File: src/hdl/memreq_defs.svh
`ifndef MEMREQ_DEFS_SVH
`define MEMREQ_DEFS_SVH

// Memory side widths
`define ADDR_WIDTH 28
`define ID_WIDTH 4
`define DATA_WIDTH 32
`define STROBES 4

// Read beats buffered ahead of the output stream
`define RD_FIFO_DEPTH 16

// AXI codes
`define BURST_INCR 2'b01
`define RESP_OKAY 2'b00

`endif

File: src/hdl/memreq_pkg.sv
`include "memreq_defs.svh"

package memreq_pkg;

  // Command bytes from the host and status bytes back to it
  typedef enum logic [7:0] {
    STORE = 8'h01,
    WDONE = 8'h02,
    WFAIL = 8'h03,
    FETCH = 8'h80,
    RDATA = 8'h81,
    RFAIL = 8'h82
  } cmd_e;

  // Header bytes arrive as len, addr[7:0], addr[15:8], addr[23:16],
  // then {id, addr[27:24]}
  typedef union packed {
    logic [4:0][7:0] bytes;  // Byte 0 is the first one received
    struct packed {
      logic [`ID_WIDTH-1:0] id;
      logic [`ADDR_WIDTH-1:0] addr;
      logic [7:0] len;  // Beats minus one
    } f;
  } req_header_u;

endpackage

File: src/hdl/cmd_parser.sv
`timescale 1ns/100ps

module cmd_parser (
  input  logic bus_clock,
  input  logic bus_reset,
  input  logic s_tvalid_i,
  output logic s_tready_o,
  input  logic s_tlast_i,
  input  logic [7:0] s_tdata_i,
  output memreq_pkg::req_header_u header_o,
  output logic is_read_o,
  output logic req_go_o,
  output logic byte_valid_o,
  output logic byte_last_o,
  output logic [7:0] byte_o,
  input  logic byte_ready_i,
  input  logic resp_done_i
);

  localparam logic [1:0] ST_IDLE = 2'd0;
  localparam logic [1:0] ST_HEAD = 2'd1;
  localparam logic [1:0] ST_WDATA = 2'd2;
  localparam logic [1:0] ST_WAIT = 2'd3;

  logic [1:0] state_q;
  logic [2:0] count_q;  // Header bytes taken so far
  logic s_fire;

  assign s_fire = s_tvalid_i && s_tready_o;

  always_comb begin
    case (state_q)
      ST_IDLE, ST_HEAD: s_tready_o = 1'b1;
      ST_WDATA: s_tready_o = byte_ready_i;  // Packer back-pressure
      default: s_tready_o = 1'b0;
    endcase
  end

  // Fires with the fifth header byte
  assign req_go_o = state_q == ST_HEAD && s_fire && count_q == 3'd4;

  assign byte_valid_o = state_q == ST_WDATA && s_tvalid_i;
  assign byte_last_o = s_tlast_i;
  assign byte_o = s_tdata_i;

  always_ff @(posedge bus_clock) begin
    if (bus_reset) begin
      state_q <= ST_IDLE;
      count_q <= 3'd0;
      is_read_o <= 1'b0;
    end else begin
      case (state_q)
        ST_IDLE: begin
          if (s_fire) begin
            is_read_o <= s_tdata_i[7];
            count_q <= 3'd0;
            state_q <= ST_HEAD;
          end
        end
        ST_HEAD: begin
          if (s_fire) begin
            count_q <= count_q + 3'd1;
            if (count_q == 3'd4) begin
              state_q <= is_read_o ? ST_WAIT : ST_WDATA;
            end
          end
        end
        ST_WDATA: state_q <= s_fire && s_tlast_i ? ST_WAIT : state_q;
        default: state_q <= resp_done_i ? ST_IDLE : state_q;
      endcase
    end
  end

  // New bytes enter at the top, so the first ends up in byte 0
  always_ff @(posedge bus_clock) begin
    if (state_q == ST_HEAD && s_fire) begin
      header_o.bytes <= {s_tdata_i, header_o.bytes[4:1]};
    end
  end

endmodule

File: src/hdl/addr_issue.sv
`timescale 1ns/100ps
`include "memreq_defs.svh"

module addr_issue (
  input  logic bus_clock,
  input  logic bus_reset,
  input  logic req_go_i,
  input  logic is_read_i,
  input  memreq_pkg::req_header_u header_i,
  output logic awvalid_o,
  input  logic awready_i,
  output logic [`ADDR_WIDTH-1:0] awaddr_o,
  output logic [`ID_WIDTH-1:0] awid_o,
  output logic [7:0] awlen_o,
  output logic [1:0] awburst_o,
  output logic arvalid_o,
  input  logic arready_i,
  output logic [`ADDR_WIDTH-1:0] araddr_o,
  output logic [`ID_WIDTH-1:0] arid_o,
  output logic [7:0] arlen_o,
  output logic [1:0] arburst_o
);

  logic pend_q, read_q;

  always_ff @(posedge bus_clock) begin
    if (bus_reset) begin
      pend_q <= 1'b0;
      read_q <= 1'b0;
    end else if (req_go_i) begin
      pend_q <= 1'b1;
      read_q <= is_read_i;
    end else if (awvalid_o && awready_i || arvalid_o && arready_i) begin
      pend_q <= 1'b0;
    end
  end

  assign awvalid_o = pend_q && !read_q;
  assign arvalid_o = pend_q && read_q;

  // Header stays put until the response has gone out
  assign awaddr_o = header_i.f.addr;
  assign awid_o = header_i.f.id;
  assign awlen_o = header_i.f.len;
  assign awburst_o = `BURST_INCR;
  assign araddr_o = header_i.f.addr;
  assign arid_o = header_i.f.id;
  assign arlen_o = header_i.f.len;
  assign arburst_o = `BURST_INCR;

endmodule

File: src/hdl/wr_packer.sv
`timescale 1ns/100ps
`include "memreq_defs.svh"

module wr_packer (
  input  logic bus_clock,
  input  logic bus_reset,
  input  logic byte_valid_i,
  input  logic byte_last_i,
  input  logic [7:0] byte_i,
  output logic byte_ready_o,
  output logic wvalid_o,
  input  logic wready_i,
  output logic wlast_o,
  output logic [`STROBES-1:0] wstrb_o,
  output logic [`DATA_WIDTH-1:0] wdata_o
);

  localparam int LW = $clog2(`STROBES);

  logic [LW-1:0] lane_q;
  logic [`STROBES-1:0] strb_base;
  logic take;

  // A word may be refilled in the cycle it is accepted
  assign byte_ready_o = !wvalid_o || wready_i;
  assign take = byte_valid_i && byte_ready_o;
  assign strb_base = wvalid_o ? '0 : wstrb_o;

  always_ff @(posedge bus_clock) begin
    if (bus_reset) begin
      lane_q <= '0;
      wstrb_o <= '0;
      wvalid_o <= 1'b0;
      wlast_o <= 1'b0;
    end else begin
      if (wvalid_o && wready_i) begin
        wvalid_o <= 1'b0;
        wstrb_o <= '0;
      end
      if (take) begin
        wstrb_o <= strb_base | (`STROBES'(1) << lane_q);
        lane_q <= lane_q + 1'b1;
        if (lane_q == LW'(`STROBES - 1) || byte_last_i) begin
          wvalid_o <= 1'b1;
          wlast_o <= byte_last_i;
          lane_q <= '0;  // Partial word keeps only its strobes
        end
      end
    end
  end

  always_ff @(posedge bus_clock) begin
    if (take) begin
      wdata_o[lane_q*8 +: 8] <= byte_i;
    end
  end

endmodule

File: src/hdl/rd_unpack.sv
`timescale 1ns/100ps
`include "memreq_defs.svh"

module rd_unpack (
  input  logic bus_clock,
  input  logic bus_reset,
  input  logic rvalid_i,
  output logic rready_o,
  input  logic rlast_i,
  input  logic [1:0] rresp_i,
  input  logic [`DATA_WIDTH-1:0] rdata_i,
  output logic rd_status_valid_o,
  output logic rd_ok_o,
  output logic rd_byte_valid_o,
  output logic [7:0] rd_byte_o,
  output logic rd_byte_last_o,
  input  logic rd_byte_take_i,
  input  logic resp_done_i
);

  localparam int DEPTH = `RD_FIFO_DEPTH;
  localparam int PW = $clog2(DEPTH);
  localparam int LW = $clog2(`STROBES);

  logic [`DATA_WIDTH-1:0] data_mem [DEPTH];
  logic last_mem [DEPTH];
  logic [PW:0] wr_ptr_q, rd_ptr_q;  // Extra bit tells full from empty
  logic [LW-1:0] lane_q;
  logic full, push, pop, head_last;

  assign full = wr_ptr_q[PW] != rd_ptr_q[PW] && wr_ptr_q[PW-1:0] == rd_ptr_q[PW-1:0];
  assign rready_o = !full;
  assign push = rvalid_i && rready_o;
  assign pop = rd_byte_take_i && lane_q == LW'(`STROBES - 1);

  always_ff @(posedge bus_clock) begin
    if (push) begin
      data_mem[wr_ptr_q[PW-1:0]] <= rdata_i;
      last_mem[wr_ptr_q[PW-1:0]] <= rlast_i;
    end
  end

  always_ff @(posedge bus_clock) begin
    if (bus_reset) begin
      wr_ptr_q <= '0;
      rd_ptr_q <= '0;
      lane_q <= '0;
    end else begin
      wr_ptr_q <= push ? wr_ptr_q + 1'b1 : wr_ptr_q;
      rd_ptr_q <= pop ? rd_ptr_q + 1'b1 : rd_ptr_q;
      if (rd_byte_take_i) begin
        lane_q <= lane_q + 1'b1;
      end
    end
  end

  // Low byte of each word goes first
  assign head_last = last_mem[rd_ptr_q[PW-1:0]];
  assign rd_byte_valid_o = wr_ptr_q != rd_ptr_q;
  assign rd_byte_o = data_mem[rd_ptr_q[PW-1:0]][lane_q*8 +: 8];
  assign rd_byte_last_o = head_last && lane_q == LW'(`STROBES - 1);

  // Burst status comes from the first beat only
  always_ff @(posedge bus_clock) begin
    if (bus_reset || resp_done_i) begin
      rd_status_valid_o <= 1'b0;
      rd_ok_o <= 1'b0;
    end else if (push && !rd_status_valid_o) begin
      rd_status_valid_o <= 1'b1;
      rd_ok_o <= rresp_i == `RESP_OKAY;
    end
  end

endmodule

File: src/hdl/resp_mux.sv
`timescale 1ns/100ps
`include "memreq_defs.svh"

module resp_mux (
  input  logic bus_clock,
  input  logic bus_reset,
  input  logic req_go_i,
  input  logic is_read_i,
  input  memreq_pkg::req_header_u header_i,
  input  logic bvalid_i,
  output logic bready_o,
  input  logic [1:0] bresp_i,
  input  logic [`ID_WIDTH-1:0] bid_i,
  input  logic rd_status_valid_i,
  input  logic rd_ok_i,
  input  logic rd_byte_valid_i,
  input  logic [7:0] rd_byte_i,
  input  logic rd_byte_last_i,
  output logic rd_byte_take_o,
  output logic m_tvalid_o,
  input  logic m_tready_i,
  output logic m_tlast_o,
  output logic [7:0] m_tdata_o,
  output logic resp_done_o
);

  import memreq_pkg::*;

  localparam logic [2:0] ST_IDLE = 3'd0;
  localparam logic [2:0] ST_BWAIT = 3'd1;
  localparam logic [2:0] ST_RWAIT = 3'd2;
  localparam logic [2:0] ST_STATUS = 3'd3;
  localparam logic [2:0] ST_ID = 3'd4;
  localparam logic [2:0] ST_DATA = 3'd5;

  logic [2:0] state_q;
  cmd_e status_q;
  logic [7:0] id_q;
  logic m_fire;

  assign bready_o = state_q == ST_BWAIT;
  assign m_fire = m_tvalid_o && m_tready_i;
  assign rd_byte_take_o = state_q == ST_DATA && m_tready_i && rd_byte_valid_i;

  always_comb begin
    case (state_q)
      ST_STATUS, ST_ID: m_tvalid_o = 1'b1;
      ST_DATA: m_tvalid_o = rd_byte_valid_i;
      default: m_tvalid_o = 1'b0;
    endcase
  end

  assign m_tlast_o = state_q == ST_ID && !is_read_i || state_q == ST_DATA && rd_byte_last_i;
  assign m_tdata_o = state_q == ST_STATUS ? status_q : state_q == ST_ID ? id_q : rd_byte_i;

  always_ff @(posedge bus_clock) begin
    if (bus_reset) begin
      state_q <= ST_IDLE;
      resp_done_o <= 1'b0;
    end else begin
      resp_done_o <= 1'b0;
      case (state_q)
        ST_IDLE: state_q <= req_go_i ? (is_read_i ? ST_RWAIT : ST_BWAIT) : state_q;
        ST_BWAIT: state_q <= bvalid_i ? ST_STATUS : state_q;
        ST_RWAIT: state_q <= rd_status_valid_i ? ST_STATUS : state_q;
        ST_STATUS: state_q <= m_fire ? ST_ID : state_q;
        ST_ID: begin
          if (m_fire) begin
            state_q <= is_read_i ? ST_DATA : ST_IDLE;
            resp_done_o <= !is_read_i;  // Store ends after its ID byte
          end
        end
        default: begin
          if (m_fire && rd_byte_last_i) begin
            state_q <= ST_IDLE;
            resp_done_o <= 1'b1;
          end
        end
      endcase
    end
  end

  always_ff @(posedge bus_clock) begin
    if (state_q == ST_BWAIT && bvalid_i) begin
      status_q <= bresp_i == `RESP_OKAY ? WDONE : WFAIL;
      id_q <= {{(8 - `ID_WIDTH){1'b0}}, bid_i};
    end else if (state_q == ST_RWAIT && rd_status_valid_i) begin
      status_q <= rd_ok_i ? RDATA : RFAIL;
      id_q <= {{(8 - `ID_WIDTH){1'b0}}, header_i.f.id};
    end
  end

endmodule

File: src/hdl/memreq_top.sv
`timescale 1ns/100ps
`include "memreq_defs.svh"

module memreq_top (
  input  logic bus_clock,
  input  logic bus_reset,

  // From USB or SPI
  input  logic s_tvalid_i,
  output logic s_tready_o,
  input  logic s_tlast_i,
  input  logic [7:0] s_tdata_i,

  // To USB or SPI
  output logic m_tvalid_o,
  input  logic m_tready_i,
  output logic m_tlast_o,
  output logic [7:0] m_tdata_o,

  output logic awvalid_o,
  input  logic awready_i,
  output logic [`ADDR_WIDTH-1:0] awaddr_o,
  output logic [`ID_WIDTH-1:0] awid_o,
  output logic [7:0] awlen_o,
  output logic [1:0] awburst_o,

  output logic wvalid_o,
  input  logic wready_i,
  output logic wlast_o,
  output logic [`STROBES-1:0] wstrb_o,
  output logic [`DATA_WIDTH-1:0] wdata_o,

  input  logic bvalid_i,
  output logic bready_o,
  input  logic [1:0] bresp_i,
  input  logic [`ID_WIDTH-1:0] bid_i,

  output logic arvalid_o,
  input  logic arready_i,
  output logic [`ADDR_WIDTH-1:0] araddr_o,
  output logic [`ID_WIDTH-1:0] arid_o,
  output logic [7:0] arlen_o,
  output logic [1:0] arburst_o,

  input  logic rvalid_i,
  output logic rready_o,
  input  logic rlast_i,
  input  logic [1:0] rresp_i,
  input  logic [`ID_WIDTH-1:0] rid_i,
  input  logic [`DATA_WIDTH-1:0] rdata_i
);

  import memreq_pkg::*;

  req_header_u header;
  logic is_read, req_go, resp_done;
  logic byte_valid, byte_last, byte_ready;
  logic [7:0] wr_byte;
  logic rd_status_valid, rd_ok;
  logic rd_byte_valid, rd_byte_last, rd_byte_take;
  logic [7:0] rd_byte;

  cmd_parser u_parser (
    .bus_clock(bus_clock), .bus_reset(bus_reset),
    .s_tvalid_i(s_tvalid_i), .s_tready_o(s_tready_o),
    .s_tlast_i(s_tlast_i), .s_tdata_i(s_tdata_i),
    .header_o(header), .is_read_o(is_read), .req_go_o(req_go),
    .byte_valid_o(byte_valid), .byte_last_o(byte_last), .byte_o(wr_byte),
    .byte_ready_i(byte_ready), .resp_done_i(resp_done)
  );

  addr_issue u_addr (
    .bus_clock(bus_clock), .bus_reset(bus_reset),
    .req_go_i(req_go), .is_read_i(is_read), .header_i(header),
    .awvalid_o(awvalid_o), .awready_i(awready_i), .awaddr_o(awaddr_o),
    .awid_o(awid_o), .awlen_o(awlen_o), .awburst_o(awburst_o),
    .arvalid_o(arvalid_o), .arready_i(arready_i), .araddr_o(araddr_o),
    .arid_o(arid_o), .arlen_o(arlen_o), .arburst_o(arburst_o)
  );

  wr_packer u_pack (
    .bus_clock(bus_clock), .bus_reset(bus_reset),
    .byte_valid_i(byte_valid), .byte_last_i(byte_last), .byte_i(wr_byte),
    .byte_ready_o(byte_ready),
    .wvalid_o(wvalid_o), .wready_i(wready_i), .wlast_o(wlast_o),
    .wstrb_o(wstrb_o), .wdata_o(wdata_o)
  );

  rd_unpack u_unpack (
    .bus_clock(bus_clock), .bus_reset(bus_reset),
    .rvalid_i(rvalid_i), .rready_o(rready_o), .rlast_i(rlast_i),
    .rresp_i(rresp_i), .rdata_i(rdata_i),
    .rd_status_valid_o(rd_status_valid), .rd_ok_o(rd_ok),
    .rd_byte_valid_o(rd_byte_valid), .rd_byte_o(rd_byte),
    .rd_byte_last_o(rd_byte_last), .rd_byte_take_i(rd_byte_take),
    .resp_done_i(resp_done)
  );

  resp_mux u_resp (
    .bus_clock(bus_clock), .bus_reset(bus_reset),
    .req_go_i(req_go), .is_read_i(is_read), .header_i(header),
    .bvalid_i(bvalid_i), .bready_o(bready_o), .bresp_i(bresp_i), .bid_i(bid_i),
    .rd_status_valid_i(rd_status_valid), .rd_ok_i(rd_ok),
    .rd_byte_valid_i(rd_byte_valid), .rd_byte_i(rd_byte),
    .rd_byte_last_i(rd_byte_last), .rd_byte_take_o(rd_byte_take),
    .m_tvalid_o(m_tvalid_o), .m_tready_i(m_tready_i),
    .m_tlast_o(m_tlast_o), .m_tdata_o(m_tdata_o),
    .resp_done_o(resp_done)
  );

endmodule

File: config.mk
export PLATFORM = sky130hd
export DESIGN_NAME = memreq_top
export DESIGN_NICKNAME = d
export VERILOG_FILES = /design/src/hdl/memreq_pkg.sv /design/src/hdl/cmd_parser.sv /design/src/hdl/addr_issue.sv /design/src/hdl/wr_packer.sv /design/src/hdl/rd_unpack.sv /design/src/hdl/resp_mux.sv /design/src/hdl/memreq_top.sv
export VERILOG_INCLUDE_DIRS = /design/src /design/src/hdl
export SDC_FILE = /design/constraint.sdc
export NUM_CORES = 1
export LEC_CHECK = 0
export ABC_AREA = 0
export BUFFER_PORTS_ARGS = -buffer_cell sky130_fd_sc_hd__buf_2
export CELL_PAD_IN_SITES_DETAIL_PLACEMENT = 1
export CELL_PAD_IN_SITES_GLOBAL_PLACEMENT = 2
export CORE_MARGIN = 5
export CORE_UTILIZATION = 50
export CTS_BUF_LIST = sky130_fd_sc_hd__clkbuf_16
export DETAILED_ROUTE_END_ITERATION = 8
export GPL_TIMING_DRIVEN = 0
export HOLD_SLACK_MARGIN = 0.03
export MAX_ROUTING_LAYER = met4
export PLACE_DENSITY_LB_ADDON = 0.12
export SYNTH_ARGS = -nofsm -noshare
export SYNTH_HDL_FRONTEND = slang
export SYNTH_SLANG_ARGS = --single-unit
File: constraint.sdc
create_clock -name bus_clock -period 7.3 [get_ports bus_clock]
set_input_delay 0.73 -clock bus_clock [delete_from_list [all_inputs] [get_ports bus_clock]]
set_output_delay 0.73 -clock bus_clock [all_outputs]
set_load 0.05 [all_outputs]
; Yosys cells after proc, flatten, opt, wreduce, memory -nomap -nowiden
; Memories as Yosys holds them, arrays and structs flattened. A register that Yosys moved wholly into a read port is not among the register bits.
; Cells that the tools add are included.
; Widths: inputs -> output; s select.
[totals]
reg_bits = 118
ramBits = 528
input_bits = 63
out_inout_bits = 137
mem_count = 2
[classes]
add_sub_neg = 6
eq_ne = 22
shifts = 4
mux = 48
bitwise_logic = 1
reduce_logical = 52
[mem_list]
columns = name, words, width, rd, rd_clocked_by_memory_dff, write_ports, line
row1 = u_unpack.data_mem, 16, 32, 1, 1, 1, rd_unpack.sv:25  ; logic [`DATA_WIDTH-1:0] data_mem [DEPTH];
row2 = u_unpack.last_mem, 16, 1, 1, 1, 1, rd_unpack.sv:26  ; logic last_mem [DEPTH];
[op_table]
columns = cell, count
row1 = $mux 4, 9
row2 = $neg 5->34, 1
row3 = $shift 8x34->32 const A, 1
row4 = $shiftx 8x34->32, 1
row5 = $bwmux 32, 1
row6 = $mux 8, 4
row7 = $shiftx 32x6->8, 1
row8 = $mux 3, 9
row9 = $logic_and 1x1->1, 24
row10 = $mux 2, 8
row11 = $pmux 3 s5, 1
row12 = $ne 2x1->1 const B, 6
row13 = $mux 1, 11
row14 = $add 5x1->5 const B, 2
row15 = $eq 3x3->1 const B, 3
row16 = $reduce_bool 2->1, 4
row17 = $eq 2x2->1 const B, 3
row18 = $eq 3x2->1 const B, 2
row19 = $logic_not 2->1, 3
row20 = $ne 2x2->1 const B, 3
row21 = $pmux 1 s2, 3
row22 = $pmux 2 s3, 1
row23 = $pmux 3 s2, 1
row24 = $reduce_and 6->1, 1
row25 = 19 further kinds, 30

; Longest topological paths before layout
; Gate-level depths: netlist (run 1).
[logic_depth]
ltp_word = 8
mapped_depth = 9
depth_no_buf = 7

; By module
; Synthesis (run 1) repeated with hierarchy kept, for this count alone.
[unflattened]
hier_cells = 1386
area_unflattened_um2 = 26015.0
[modules_own_cells]
columns = module, instances, cells_each, area_per_inst_um2
row1 = rd_unpack, 1, 984, 21134.0
row2 = cmd_parser, 1, 100, 1706.6
row3 = wr_packer, 1, 117, 1665.3
row4 = resp_mux, 1, 89, 767.0
row5 = addr_issue, 1, 96, 742.0

; Least setup slack after synthesis (run 1)
; Ideal clock, no wire load.
[synth_path]
path_kind = register to register
from = register u_unpack.wr_ptr_q[3]
to = memory u_unpack.data_mem[3][0] in the netlist's numbering (enable)
arrival_ns = 3.267
required_ns = 6.836
slack_ns = 3.568
path_stages_with_launch = 6
path_buffers = 1
synth_period_minus_slack_ns = 3.732
cell_sequence = dfxtp_1 > buf_2 > xnor2_1 > nand4_1 > o211ai_1 > nor3_1
[synth_via]
elab_chain_len = 6
[synth_lines]
columns = element, line
row1 = "start, declared", rd_unpack.sv:27  ; logic [PW:0] wr_ptr_q, rd_ptr_q;
row2 = "start signal, assigned", rd_unpack.sv:49  ; wr_ptr_q <= push ? wr_ptr_q + 1'b1 : wr_ptr_q;
row3 = $eq 4x4->1, rd_unpack.sv:31  ; assign full = wr_ptr_q[PW] != rd_ptr_q[PW] && wr_ptr_q[PW-1:0] == rd_ptr_q[PW-1:0];
row4 = $logic_and 1x1->1, rd_unpack.sv:31
row5 = $logic_not 1->1, rd_unpack.sv:32  ; assign rready_o = !full;
row6 = $logic_and 1x1->1, rd_unpack.sv:33  ; assign push = rvalid_i && rready_o;
row7 = $mux 1, rd_unpack.sv:37  ; if (push) begin
row8 = $mux 1 (not written as such), rd_unpack.sv:38  ; data_mem[wr_ptr_q[PW-1:0]] <= rdata_i;
row9 = "end, declared", rd_unpack.sv:25
; Several ways; a longest one is shown, not always the timed one.

==> flow_metrics.env, run 1 <==
export IMPL_grt_remaining_overflow=0
export IMPL_finalPower_uw=7990
export IMPL_layout_worst_path_cycle_share_pct=67.8
export IMPL_seqPwrFrac_pct=52.2
export IMPL_clock_path_buffers=3
export IMPL_status="finished with violations"
export IMPL_area_growth_pct=17.4
export IMPL_tightest_slew_ns=1.50
export IMPL_p_int_uw=6140
export IMPL_setup_violations=0
export IMPL_gp_congestion=0.767
export IMPL_fin_nets=1630
export IMPL_ys_seq_area_share_pct=75.3
export IMPL_grt_first_pass_wirelength_mm=94.0
export IMPL_ir_drop_mv=0.196
export IMPL_rows=82
export IMPL_grt_max_degree=41
export IMPL_avgSynthCellArea_sq_um=19.9
export IMPL_ys_ff_latch=645
export IMPL_dp_cells=2151
export IMPL_holdPathStages=1
export IMPL_coreArea_sq_um=50100
export IMPL_path_clk_slew_ns=0.06
export IMPL_p_per_area_nw_per_um2=270
export IMPL_cp_end_kind="primary output"
export IMPL_clkPwrFrac_pct=40.6
export IMPL_num_io_pins=200
export IMPL_synth_enable_flop_cells=607
export IMPL_start_util_pct=50.4
export IMPL_drive_above_1_share_pct=33.4
export IMPL_max_freq_mhz=202
export IMPL_clock_root_buffer="clkbuf_16"
export IMPL_final_cells=2282
export IMPL_clock_skew_final_ns=0.0212
export IMPL_final_antenna_net_count=0
export IMPL_cts_tree="yes"
export IMPL_synthArstFlopShare_pct=0
export IMPL_netSwitchingFraction_pct=23.2
export IMPL_register_area_sq_um=19000
export IMPL_synthTopCellsByArea="edfxtp_1, mux4_2, dfxtp_1"
export IMPL_relSlewSlack_pct=-0.0832
export IMPL_viasPerCell=5.77
export IMPL_wl_per_cell_um=27.8
export IMPL_syn_area_sq_um=25200
export IMPL_antenna_found_initial=5
export IMPL_die_x_um=235
export IMPL_die_area_sq_um=55000
export IMPL_synth_warnings=0
export IMPL_cp_start_kind="flip-flop"
export IMPL_cp_arrival_ns=4.22
export IMPL_cts_sinks=645
export IMPL_period_needed_ns=4.95
export IMPL_drv_cap=1
export IMPL_hpwlAfterDp_mm=41.3
export IMPL_synth_top_area_share_pct=72.3
export IMPL_power_frac_comb_pct=7.2
export IMPL_yosysTopAreaCell="edfxtp_1"
export IMPL_critPathKind="reg -> out"
export IMPL_numPortBuffers=190
export IMPL_multiInputGateArea_sq_um=5590
export IMPL_hp_class="in -> reg"
export IMPL_route_detailed_drc=0
export IMPL_fp_dieH_um=235
export IMPL_holdWs_ns=0.361
export IMPL_finalHoldViolCount=0
export IMPL_post_cts_buffers=0
export IMPL_power_leakage_uw=0.00983
export IMPL_synth_ff_type="edfxtp_1"
export IMPL_reg2reg_depth=7
export IMPL_violations="capacitance limit, slew limit"
export IMPL_fin_setup_tns_ns=0
export IMPL_drtIter0Drc=1130
export IMPL_grtUsageTotal_pct=23.6
export IMPL_first_pass_iters=5
export IMPL_htree_num_levels=3
export IMPL_synthesis_instances=1265
export IMPL_slew_violations=1
export IMPL_cts_resized=0
export IMPL_first_global_vias=13966
export IMPL_cts_buffers_inserted=68
export IMPL_rsz0062_at_grt="no"
export IMPL_vias=13160
export IMPL_cp_max_fo=10
export IMPL_worstSkewPairLatency_ns=0.60
export IMPL_hold_buffers=0
export IMPL_crit_required_ns=6.57
export IMPL_num_fill_cells=4384
export IMPL_p_switching_uw=1850
export IMPL_ys_types=54
export IMPL_wl_mm=63.5
==> cell usage in the layout, fill, tap and decap left out, drive strengths merged, types with 5 or more instances in the layout <==
cell type,netlist,routed
nand2b,12,12
nor4,5,5
o21ai,13,13
inv,18,43
and3,21,21
nor3,6,6
clkbuf,31,103
dfxtp,38,38
edfxtp,607,607
a22oi,31,31
nor2b,11,11
xnor2,7,7
mux2i,14,14
ha,18,18
mux2,5,5
nor3b,5,5
and2,15,15
nor2,62,62
buf,71,283
mux4,147,147
nand2,32,32
clkinv,0,25
nand3,10,10
o21a,5,5
a21oi,30,30
diode,0,6
==> through the flow <==
step	utilization (%)	setup slack [ns]	cell area, sq um
after floorplan	-	3.57	25200
after global placement	54.0	-0.0249	27000
after detailed placement	54.9	2.92	27500
after CTS	59.1	2.26	29600
after global routing	59.1	2.07	29600
final	59.1	2.35	29600
==> worst paths after layout <==
path	startpoint	endpoint	slack, ns
worst max register to register	u_unpack.wr_ptr_q[3]$_SDFFE_PP0P_	u_unpack.data_mem[10][18]$_DFFE_PP_	4.28
worst min register to register	u_parser.header_o[24]$_DFFE_PP_	u_parser.header_o[16]$_DFFE_PP_	0.47
worst max-delay path	flip-flop	m_tdata_o[0]	2.35
worst min-delay path	s_tdata_i[3]	u_parser.header_o[35]$_DFFE_PP_	0.36
==> synthesized netlist by cell type (all sizes together) (13+ instances only) <==
master and instances:
a21oi 30, and2 15, nor2 62, o21ai 13, ha 18, and3 21, clkbuf 31, mux2i 14
edfxtp 607, inv 18, buf 71, mux4 147, dfxtp 38, a22oi 31, nand2 32
==> logic make-up (layout without fill, tap and decap cells) <==
kind of cell             count (synthesis)  in the layout  share of synthesized area [%]
flip-flops                             645            645                           75.3
AND/OR/NAND/NOR                        195            195                           3.91
multiplexers                           166            166                           13.9
buffers and inverters                  120            457                           2.75
AO/OA/AOI/OAI                          108            108                           2.85
adder cells (fa/ha/maj)                 18             18                          0.893
XOR/XNOR                                11             11                          0.382
other                                    2             10                         0.0298
==> layout make-up <==
cell class / count / share of cell area [%]
Antenna cell: 6 / 0.0507
Buffer: 102 / 2.11
Clock buffer: 72 / 6.09
Clock inverter: 53 / 1.00
Inverter: 18 / 0.228
Multi-Input combinational cell: 502 / 18.9
Sequential cell: 645 / 64.1
Tap cell: 672 / 2.84
Timing Repair Buffer: 212 / 4.65
==> critical path, stage by stage, from the launching register on <==
cell,delay [ns]
dfxtp_1,0.31
clkbuf_1,0.38
buf_2,0.40
buf_2,0.35
nor2_1,0.19
clkbuf_1,0.44
a22oi_1,0.39
a21oi_1,0.12
nor4_1,0.64
o21ai_0,0.14
buf_2,0.25
==> power groups by stage <==
stage               logic [uW]  clock network, uW  registers [uW]
floorplan                  291                  0            4340
global placement           554                  0            4250
detailed placement         579                  0            4250
CTS                        581               3320            4170
global route               611               3500            4180
finish                     575               3250            4170
==> sequential cells by signal (all words and copies together) (netlist names), 4 cells and up, named ones only <==
name / count
u_pack.wdata_o: 32
u_pack.wstrb_o: 4
u_parser.header_o: 40
u_resp.id_q: 4
u_unpack.data_mem: 512
u_unpack.last_mem: 16
u_unpack.rd_ptr_q: 5
u_unpack.wr_ptr_q: 5
==> metal layers <==
layer | vias to the layer above | wire length (um) | global-route usage [%]
li1 | 5679 | - | -
met4 | 0 | 1150 | 6.00
met3 | 82 | 4390 | 4.78
met5 | - | 0 | -
met1 | 6895 | 25500 | 30.2
met2 | 504 | 32400 | 39.2
(Power assumes the default switching activity.)
==> inputs of run 2 (changes only) <==
--- a/config.mk
+++ b/config.mk
@@ -11,7 +11,7 @@
 export CELL_PAD_IN_SITES_DETAIL_PLACEMENT = 1
 export CELL_PAD_IN_SITES_GLOBAL_PLACEMENT = 2
 export CORE_MARGIN = 5
-export CORE_UTILIZATION = 50
+export CORE_UTILIZATION = 42
 export CTS_BUF_LIST = sky130_fd_sc_hd__clkbuf_16
 export DETAILED_ROUTE_END_ITERATION = 8
 export GPL_TIMING_DRIVEN = 0
==> constraint.sdc (replaced) <==
create_clock -name bus_clock -period 4.3 [get_ports bus_clock]
set_input_delay 0.43 -clock bus_clock [delete_from_list [all_inputs] [get_ports bus_clock]]
set_output_delay 0.43 -clock bus_clock [all_outputs]
set_load 0.05 [all_outputs]
==> run 2 against run 1 <==
The run now ends clean; global-route usage down 3.4 points; final cell count up 4.3%; worst hold slack got worse by 0.29 ns; register-to-register slack worse by 3.0 ns; clock-buffer cell count shrank 2; wire length up 0.50%; critical path type unchanged.
==> flow_metrics.env, run 2 (same netlist as run 1, synthesis figures left out) <==
export IMPL_status="complete, no violations"
export IMPL_grt_max_degree=39
export IMPL_dp_cells=2251
export IMPL_grt_remaining_overflow=0
export IMPL_final_cells=2381
export IMPL_area_growth_pct=18.6
export IMPL_worstSkewPairLatency_ns=0.61
export IMPL_register_area_sq_um=19000
export IMPL_cp_max_fo=10
export IMPL_viasPerCell=5.48
export IMPL_critPathMaxStageDelay_ns=0.85
export IMPL_grtUsageTotal_pct=20.2
export IMPL_cts_tree="yes"
export IMPL_htree_num_levels=3
export IMPL_die_x_um=255
export IMPL_wl_per_cell_um=26.8
export IMPL_vias=13053
export IMPL_drtIter0Drc=955
export IMPL_coreArea_sq_um=59200
export IMPL_cp_end_kind="primary output"
export IMPL_hp_class="in -> reg"
export IMPL_layout_worst_path_cycle_share_pct=98.1
export IMPL_fin_area_sq_um=29900
export IMPL_clock_skew_final_ns=0.0177
export IMPL_power_leakage_uw=0.00990
export IMPL_numPortBuffers=190
export IMPL_cts_buffers_inserted=70
export IMPL_reg2reg_depth=7
export IMPL_holdPathStages=1
export IMPL_clock_root_buffer="clkbuf_16"
export IMPL_fp_dieH_um=255
export IMPL_grt_first_pass_wirelength_mm=93.1
export IMPL_num_fill_cells=5460
export IMPL_first_global_vias=13665
export IMPL_setup_violations=0
export IMPL_hpwlAfterDp_mm=41.7
export IMPL_layout_commonest_cell="edfxtp_1"
export IMPL_final_antenna_net_count=0
export IMPL_start_util_pct=42.6
export IMPL_fin_nets=1635
export IMPL_critPathKind="reg -> out"
export IMPL_period_needed_ns=4.22
export IMPL_cts_sinks=645
export IMPL_largest_reg_flops=512
export IMPL_antenna_found_initial=4
export IMPL_slew_violations=0
export IMPL_relSlewSlack_pct=2.50
export IMPL_post_cts_buffers=0
export IMPL_num_io_pins=200
export IMPL_path_clk_slew_ns=0.06
export IMPL_cp_slowest_cell="a2111oi_1"
export IMPL_gp_congestion=0.766
export IMPL_finalHoldViolCount=0
export IMPL_finalCoreUtilization_pct=50.5
export IMPL_drv_cap=0
export IMPL_multiInputGateArea_sq_um=5640
export IMPL_ir_drop_mv=0.287
export IMPL_cp_arrival_ns=3.79
export IMPL_first_pass_iters=5
export IMPL_crit_chain="clkbuf_1 > mux4_2 > a2111oi_1 > o31ai_1 > a221o_1 > buf_2"
export IMPL_max_freq_mhz=237
export IMPL_tightest_slew_ns=1.46
export IMPL_die_area_sq_um=65100
export IMPL_clock_path_buffers=3
export IMPL_placed_area_sq_um=27600
export IMPL_rsz0062_at_grt="no"
export IMPL_rows=89
export IMPL_final_cell_mix="edfxtp_1, buf_2, mux4_2"
export IMPL_route_detailed_drc=0
export IMPL_cp_start_kind="flip-flop"
export IMPL_p_per_area_nw_per_um2=462
export IMPL_crit_required_ns=3.87
export IMPL_wl_mm=63.8
export IMPL_drive_above_1_share_pct=34.3
==> run 2: changes by cell type in the layout (fill, tap and decap cells not counted), moves of 3 or more <==
cell           previous run  this run
clkinv_1                 18        13
clkbuf_2                  0         4
bufinv_16                 2         6
inv_1                    41        37
nor4_1                    5         2
dlygate4sd3_1             0         6
diode_2                   6         3
clkbuf_1                 31        26
==> run 2: power breakdown <==
part / switching, uW / leakage (uW) / total [uW] / internal, uW
clock: 2430 / 0.00114 / 5770 / 3330
combinational: 706 / 0.00297 / 980 / 274
sequential: 63.7 / 0.00580 / 7080 / 7020
==> run 2: cell type report <==
| cell class | count | area share [%] |
|---|---|---|
| Antenna cell | 3 | 0.0251 |
| Buffer | 100 | 2.12 |
| Clock buffer | 70 | 5.86 |
| Clock inverter | 53 | 1.46 |
| Inverter | 18 | 0.226 |
| Multi-Input combinational cell | 502 | 18.8 |
| Sequential cell | 645 | 63.5 |
| Tap cell | 773 | 3.23 |
| Timing Repair Buffer | 217 | 4.73 |
==> run 2: per-stage QoR <==
step	TNS (ns)	total power, uW	hold WS [ns]	setup slack [ns]
6_report	0	13800	0.0729	0.0825
5_1_grt	0	14300	0.0480	0.00598
4_1_cts	0	14000	0.0333	0.0338
3_5_place_dp	-0.186	8200	0.470	-0.186
3_3_place_gp	-216.14	8160	0.456	-3.11
2_1_floorplan	0	7850	0.445	0.568
==> run 2: layer usage <==
| layer | track usage (%) | up-vias | routed length (um) |
|---|---|---|---|
| met1 | 27.0 | 6881 | 27100 |
| met4 | 4.64 | 0 | 932 |
| met2 | 33.4 | 431 | 32100 |
| li1 | - | 5673 | - |
| met3 | 3.04 | 68 | 3740 |
| met5 | - | - | 0 |
==> run 2: path summary, 6_finish.rpt <==
path,startpoint,slack [ns],to
worst max-delay path,flip-flop,0.08,m_tdata_o[6]
worst min register to register,u_pack.wstrb_o[3]$_SDFFE_PP0P_,0.47,u_pack.wstrb_o[3]$_SDFFE_PP0P_
worst min-delay path,s_tdata_i[0],0.07,u_parser.header_o[32]$_DFFE_PP_
worst max register to register,u_unpack.wr_ptr_q[3]$_SDFFE_PP0P_,1.28,u_unpack.data_mem[8][19]$_DFFE_PP_
==> run 2: critical path, delay by kind of cell, from the launching register on <==
family,cells,cell delay (ns)
compound gates,3,1.33
buf+inv,2,0.80
flops,1,0.64
mux,1,0.41
==> run 2: what timing repair did <==
| item | CTS | global route |
|---|---|---|
| resized for setup | 12 | 3 |
| pin swaps | 0 | 0 |
| hold buffers | 6 | 0 |
| endpoints found under the setup margin | 8 | 5 |
| endpoints found under the hold margin | 6 | 0 |
